==> config.mk <==
export PLATFORM = sky130hd
export DESIGN_NAME = adder_unit
export DESIGN_NICKNAME = d
export VERILOG_FILES = /design/src/rtl/arith_pkg.sv /design/src/rtl/result_pkg.sv /design/src/rtl/pipe_stage.sv /design/src/rtl/operand_prep.sv /design/src/rtl/kogge_stone_adder.sv /design/src/rtl/flag_unit.sv /design/src/rtl/adder_unit.sv
export SDC_FILE = /design/constraint.sdc
export NUM_CORES = 1
export LEC_CHECK = 0
export BUFFER_PORTS_ARGS = -buffer_cell sky130_fd_sc_hd__clkbuf_2
export CAP_MARGIN = 20
export CORE_AREA = 2 2 77 79
export DETAILED_ROUTE_END_ITERATION = 10
export DIE_AREA = 0 0 79 81
export PLACE_DENSITY = 0.85
export SLEW_MARGIN = 20
export SYNTH_ARGS = -nofsm -noshare
export SYNTH_HDL_FRONTEND = slang
export SYNTH_SLANG_ARGS = --single-unit
==> constraint.sdc <==
create_clock -name clk -period 4.9 [get_ports clk]
set_input_delay 0.245 -clock clk [delete_from_list [all_inputs] [get_ports clk]]
set_output_delay 0.245 -clock clk [all_outputs]
set_load 0.1 [all_outputs]
==> src/rtl/arith_pkg.sv <==
/*
  Request side of the 16-bit add and subtract unit.
  The width is fixed because the prefix network has exactly four levels.
  Operation codes are two bits and must stay in step with operand_prep.
*/
package arith_pkg;

    ////////////////////
    // Sizes
    ////////////////////

    // Operand and result width, one word
    localparam int data_width = 16;

    // Prefix levels needed to span data_width bits
    localparam int prefix_levels = 4;

    ////////////////////
    // Operations
    ////////////////////

    // Chained forms read the stored carry flag
    typedef enum logic [1:0] {
        op_add = 2'b00,
        op_sub = 2'b01,
        op_adc = 2'b10,
        op_sbc = 2'b11
    } op_e;

    ////////////////////
    // Request
    ////////////////////

    // One request, 34 bits
    typedef struct packed {
        op_e                   op;
        logic [data_width-1:0] a;
        logic [data_width-1:0] b;
    } req_t;

endpackage

==> src/rtl/result_pkg.sv <==
/*
  Result side of the add and subtract unit.
  Carry follows the no-borrow convention for subtraction.
*/
package result_pkg;

    ////////////////////
    // Flags
    ////////////////////

    // Carry is 1 when a subtraction did not borrow
    typedef struct packed {
        logic zero;
        logic negative;
        logic carry;
        logic overflow;
    } flags_t;

    ////////////////////
    // Result
    ////////////////////

    // Sum and its flags, 20 bits
    typedef struct packed {
        logic [arith_pkg::data_width-1:0] sum;
        flags_t                           flags;
    } result_t;

endpackage

==> src/rtl/pipe_stage.sv <==
/*
  One pipeline register with a valid bit, for any packed payload type.
  Only the valid bit is reset. The payload holds its last value while idle.
*/
module pipe_stage #(
    parameter type payload_t = logic
) (
    input  logic     clk,
    input  logic     rst_n,
    input  logic     in_valid,
    input  payload_t in_data,
    output logic     out_valid,
    output payload_t out_data
);

    // Valid bit
    always_ff @(posedge clk) begin
        if (!rst_n) begin
            out_valid <= 1'b0;
        end else begin
            out_valid <= in_valid;
        end
    end

    // Payload loads only with a valid input
    always_ff @(posedge clk) begin
        if (in_valid) begin
            out_data <= in_data;
        end
    end

endmodule

==> src/rtl/operand_prep.sv <==
/*
  Maps a registered request onto adder operands and carry-in.
  Subtraction is done as a + ~b + cin, so carry out means no borrow.
  The stored carry is only looked at by adc and sbc.
*/
module operand_prep (
    input  arith_pkg::req_t                  req,
    input  logic                             carry_q,
    output logic [arith_pkg::data_width-1:0] op_a,
    output logic [arith_pkg::data_width-1:0] op_b,
    output logic                             cin
);

    logic invert_b;

    // Operation decode
    always_comb begin
        invert_b = 1'b0;
        cin      = 1'b0;
        case (req.op)
            arith_pkg::op_add: begin
                invert_b = 1'b0;
                cin      = 1'b0;
            end
            arith_pkg::op_sub: begin
                // Two's complement negate of b
                invert_b = 1'b1;
                cin      = 1'b1;
            end
            arith_pkg::op_adc: begin
                invert_b = 1'b0;
                cin      = carry_q;
            end
            arith_pkg::op_sbc: begin
                // Borrow pending when carry_q is 0
                invert_b = 1'b1;
                cin      = carry_q;
            end
            default: begin
                invert_b = 1'b0;
                cin      = 1'b0;
            end
        endcase
    end

    assign op_a = req.a;
    assign op_b = invert_b ? ~req.b : req.b;

endmodule

==> src/rtl/kogge_stone_adder.sv <==
/*
  Combinational Kogge-Stone adder, fixed at 16 bits and four prefix levels.
  The carry-in acts as the generate of bit -1 and is merged into bit 0
  before the prefix network, so bit 15 sees all carries after level four.
*/
module kogge_stone_adder (
    input  logic [arith_pkg::data_width-1:0] a,
    input  logic [arith_pkg::data_width-1:0] b,
    input  logic                             cin,
    output logic [arith_pkg::data_width-1:0] sum,
    output logic                             cout
);

    localparam int w      = arith_pkg::data_width;
    localparam int levels = arith_pkg::prefix_levels;

    // Per-bit terms
    logic [w-1:0] gen_bit;
    logic [w-1:0] prop_bit;
    logic [w-1:0] half_sum;

    // Group generate after each level, index 0 is preprocessing
    logic [w-1:0] grp_g [0:levels];
    // Group propagate, the last level needs none
    logic [w-1:0] grp_p [0:levels-1];

    ////////////////////
    // Preprocessing
    ////////////////////

    assign gen_bit  = a & b;
    assign prop_bit = a | b;
    assign half_sum = a ^ b;

    // Bit 0 absorbs the carry-in as its lower neighbour
    assign grp_g[0][0] = gen_bit[0] | (prop_bit[0] & cin);
    assign grp_p[0][0] = 1'b0;

    genvar i;
    genvar lvl;

    generate
        for (i = 1; i < w; i = i + 1) begin : gen_pre
            assign grp_g[0][i] = gen_bit[i];
            assign grp_p[0][i] = prop_bit[i];
        end
    endgenerate

    ////////////////////
    // Prefix network
    ////////////////////

    // Spans of 1, 2, 4 and 8
    generate
        for (lvl = 0; lvl < levels; lvl = lvl + 1) begin : gen_level
            localparam int span = 1 << lvl;
            for (i = 0; i < w; i = i + 1) begin : gen_cell
                if (i < span) begin : gen_pass
                    // Already complete down to bit -1
                    assign grp_g[lvl+1][i] = grp_g[lvl][i];
                    if (lvl < levels - 1) begin : gen_pass_p
                        assign grp_p[lvl+1][i] = grp_p[lvl][i];
                    end
                end else begin : gen_dot
                    assign grp_g[lvl+1][i] = grp_g[lvl][i]
                                           | (grp_p[lvl][i] & grp_g[lvl][i-span]);
                    if (lvl < levels - 1) begin : gen_dot_p
                        assign grp_p[lvl+1][i] = grp_p[lvl][i] & grp_p[lvl][i-span];
                    end
                end
            end
        end
    endgenerate

    ////////////////////
    // Sum and carry out
    ////////////////////

    assign sum[0] = half_sum[0] ^ cin;

    generate
        for (i = 1; i < w; i = i + 1) begin : gen_sum
            assign sum[i] = half_sum[i] ^ grp_g[levels][i-1];
        end
    endgenerate

    assign cout = grp_g[levels][w-1];

endmodule

==> src/rtl/flag_unit.sv <==
/*
  Builds the result flags and keeps the carry used by adc and sbc.
  op_b must be the adder's input, already inverted for subtraction,
  so one overflow rule covers all four operations.
  The carry register clears to 0 on reset.
*/
module flag_unit (
    input  logic                             clk,
    input  logic                             rst_n,
    input  logic                             s1_valid,
    input  logic [arith_pkg::data_width-1:0] sum,
    input  logic                             cout,
    input  logic [arith_pkg::data_width-1:0] op_a,
    input  logic [arith_pkg::data_width-1:0] op_b,
    output logic                             carry_q,
    output result_pkg::result_t              result
);

    localparam int msb = arith_pkg::data_width - 1;

    result_pkg::flags_t flags;

    ////////////////////
    // Flags
    ////////////////////

    always_comb begin
        flags.zero     = (sum == '0);
        flags.negative = sum[msb];
        flags.carry    = cout;
        // Same operand signs, different result sign
        flags.overflow = (op_a[msb] == op_b[msb]) && (sum[msb] != op_a[msb]);
    end

    assign result.sum   = sum;
    assign result.flags = flags;

    ////////////////////
    // Carry register
    ////////////////////

    // Written at the edge that moves the next request into stage one
    always_ff @(posedge clk) begin
        if (!rst_n) begin
            carry_q <= 1'b0;
        end else if (s1_valid) begin
            carry_q <= cout;
        end
    end

endmodule

==> src/rtl/adder_unit.sv <==
/*
  Pipelined 16-bit add and subtract unit, two cycles from req_valid to res_valid.
  One request per cycle is accepted and there is no back-pressure.
  Chained adc and sbc may follow their first half on the very next cycle.
*/
module adder_unit (
    input  logic                clk,
    input  logic                rst_n,
    input  logic                req_valid,
    input  arith_pkg::req_t     req,
    output logic                res_valid,
    output result_pkg::result_t res
);

    // Stage one
    logic                             s1_valid;
    arith_pkg::req_t                  s1_req;

    // Adder path
    logic [arith_pkg::data_width-1:0] op_a;
    logic [arith_pkg::data_width-1:0] op_b;
    logic                             cin;
    logic [arith_pkg::data_width-1:0] sum;
    logic                             cout;

    logic                             carry_q;
    result_pkg::result_t              s1_result;

    pipe_stage #(
        .payload_t(arith_pkg::req_t)
    ) req_stage (
        .clk      (clk),
        .rst_n    (rst_n),
        .in_valid (req_valid),
        .in_data  (req),
        .out_valid(s1_valid),
        .out_data (s1_req)
    );

    operand_prep operand_prep_inst (
        .req    (s1_req),
        .carry_q(carry_q),
        .op_a   (op_a),
        .op_b   (op_b),
        .cin    (cin)
    );

    kogge_stone_adder kogge_stone_adder_inst (
        .a   (op_a),
        .b   (op_b),
        .cin (cin),
        .sum (sum),
        .cout(cout)
    );

    flag_unit flag_unit_inst (
        .clk     (clk),
        .rst_n   (rst_n),
        .s1_valid(s1_valid),
        .sum     (sum),
        .cout    (cout),
        .op_a    (op_a),
        .op_b    (op_b),
        .carry_q (carry_q),
        .result  (s1_result)
    );

    pipe_stage #(
        .payload_t(result_pkg::result_t)
    ) res_stage (
        .clk      (clk),
        .rst_n    (rst_n),
        .in_valid (s1_valid),
        .in_data  (s1_result),
        .out_valid(res_valid),
        .out_data (res)
    );

endmodule

==> results.cfg <==
[outcome]
status = finished, final reports clean

[yosys]
yosysTopAreaCellShare_pct = 53.81
yosys-top-cells-count = edfxtp_1, inv_1, ha_1
yosysSeqAreaShare_pct = 55.84
ys_types = 48
synthFlopType = edfxtp_1
avgSynthCellArea_um2 = 12.97
ys_seq_elements = 56
synth_area_leaders = edfxtp_1, ha_1, xor2_1, inv_1, xnor2_1
synth_nets = 294
synth_edf_count = 53
async_flop_share_pct = 0
synth_area_mm2 = 0.002958
yosys_warnings = 0
yosysMostFrequentCell = edfxtp_1
synth_top_cell_by_area = edfxtp_1
netlist_instances = 228

[power_and_ir_drop]
p_seq_share_pct = 43.0
power.combinational.fraction_pct = 36.2
p_total_w = 0.001447
p_leak_nw = 1.493
ir_worst_vdd_v = 0.0002108
netSwitchingPower_w = 0.0005466
powerDensity_mw_per_mm2 = 420.9
p_sw_share_pct = 37.79
p_int_w = 0.0009000
pwr-share-clk_pct = 20.8

[place]
dp_hpwl_mm = 3.874
port_buffers = 57
gp_congestion = 0.8050

[timing]
maxSlewHeadroom_pct = 37.83
post-route-period-util_pct = 78.77
setup_viol_count_final = 0
tns_ns = 0
fin_skew_ns = 0.003419
slew_violations = 0
hold_violations = 0
fin_crit_ns = 3.860
grt_setup_unrepaired = false
max_freq_ghz = 0.2591
worst_slew_pin_slew_ns = 0.9313

[clocking]
cts_tree = built
cts_setup_buffers = 0
clkSinkCount = 56
root_buffer = clkbuf_8
htreeDepth = 2
cts_made_buffers = 5
clkTransAtPathRegs_ns = 0.10
hold_buffers = 0
clk_latency_ns = 0.31
ctsLongestPathBuffers = 2
cts_resized = 0

[floorplanning]
dieHeight_um = 81
core_area_mm2 = 0.005675
start_util_pct = 52.12
io_pins = 58
fp.dieW_um = 79
die-area_mm2 = 0.006399
num_rows = 28

[drt]
wirelength_mm = 4.948
top_layer = met4
drt_pass1_iterations = 4
drt_iter0_markers = 74
wl_per_cell_um = 13.52
vias = 1863
ant_nets = 0
wl_met3_um = 242
vias_per_cell = 5.090
route.detailed.drc = 0
wl_met1_mm = 1.880
wl_met2_mm = 2.706

[worst_setup_path]
cp_max_fo = 3
cp-startpoint = req_stage.out_data[32]
r2r-start = req_stage.out_data[32]
path_class = reg2reg
slowest_stage = fa_1
cp_cell_sequence = mux2_2 -> fa_1 -> fa_1 -> nand2b_1 -> a221o_1 -> a21oi_1 -> or3_1 -> a2111o_1 -> or4_1 -> or4_1 -> nor4_2
critPathMaxStageDelay_ns = 0.45
crit_buf_inv = 0
start_kind = flip-flop
arrival_ns = 4.01
crit_family = simple AND/OR/NAND/NOR gates
crit_required_ns = 5.05
worstSetupEndpointType = flip-flop

[cells_and_area]
area_growth_pct = 16.20
diodes = 0
fin_nets = 356
final_layout_size_suffix_gt1_share_pct = 27.49

[worst_hold_path]
hp-start = req[13]
hp-class = in2reg

[global_route]
grt_antenna_before_repair = 0
grt_pass1_vias = 1836
grt_max_degree = 36
grt_pass1_wl_mm = 7.997
overflow = 0
grt_use_total_pct = 16.62

[flow_run]
maxCapViolCount = 0
## path summary, 6_finish.rpt
kind / cells past startpoint / slack [ns] / to
max: 11 / 1.04 / res_stage.out_data[3]
min: 1 / 0.1 / req_stage.out_data[13]
min reg2reg: 2 / 0.56 / flag_unit_inst.carry_q
max reg2reg: 11 / 1.04 / res_stage.out_data[3]
## final cells by class
type	instances	area (µm²)
clock buffers	5	68.82
fillers	446	2238
repair buffers	58	292.8
inverters	37	138.9
clock inverters	3	42.54
flip-flops and latches	56	1652
well taps	75	93.84
multi-input cells	132	1149
## power by group through the flow
| stage | logic, W | clock network (W) | registers (W) |
|---|---|---|---|
| final | 0.000524 | 0.000300 | 0.000622 |
| after global routing | 0.000564 | 0.000323 | 0.000628 |
| after CTS | 0.000526 | 0.000306 | 0.000623 |
| after detailed placement | 0.000525 | 0 | 0.000634 |
| after global placement | 0.000511 | 0 | 0.000632 |
| after floorplan | 0.000245 | 0 | 0.000812 |
## flip-flops by register name, indices dropped and copies added, names as in the netlist
name,cells
res_stage.out_valid,1
res_stage.out_data,19
req_stage.out_valid,1
flag_unit_inst.carry_q,1
req_stage.out_data,34
## layer usage
layer  global-route usage (%)  vias to the layer above
met2                    31.86                       58
met5                        0                        -
met4                    7.931                        0
met3                    3.111                       10
met1                    17.51                      864
li1                         -                      931
## logic make-up after synthesis
logic type	share of synthesized area [%]
buffers and inverters	5.330
adders and majority gates	12.77
and+or+nand+nor	7.657
DFF	55.84
AOI/OAI and AO/OA	9.222
xor gates and xnor gates	8.799
muxes	0.3807
## metrics by stage
stage	cells	hold WS [ns]	utilization (%)	instance area [µm²]	setup WS, ns
finish	366	0.09815	60.56	3437	1.040
global route	366	0.08636	60.56	3437	0.8873
CTS	366	0.09378	60.56	3437	1.007
detailed placement	358	0.4236	58.60	3326	1.018
global placement	358	0.4223	58.60	3326	1.138
floorplan	228	0.3439	-	2958	0.7690
## placed cells by master, fill, tap and decap left out, drive strengths merged, types with 4 or more instances in the layout
cell	netlist	final
nor3	4	4
clkbuf	0	62
ha	27	27
o21ai	4	4
edfxtp	53	53
nor2	16	16
xnor2	8	8
a21oi	8	8
xor2	20	20
or4	4	4
inv	37	37
Note: power is estimated with default switching activity, not from simulation.
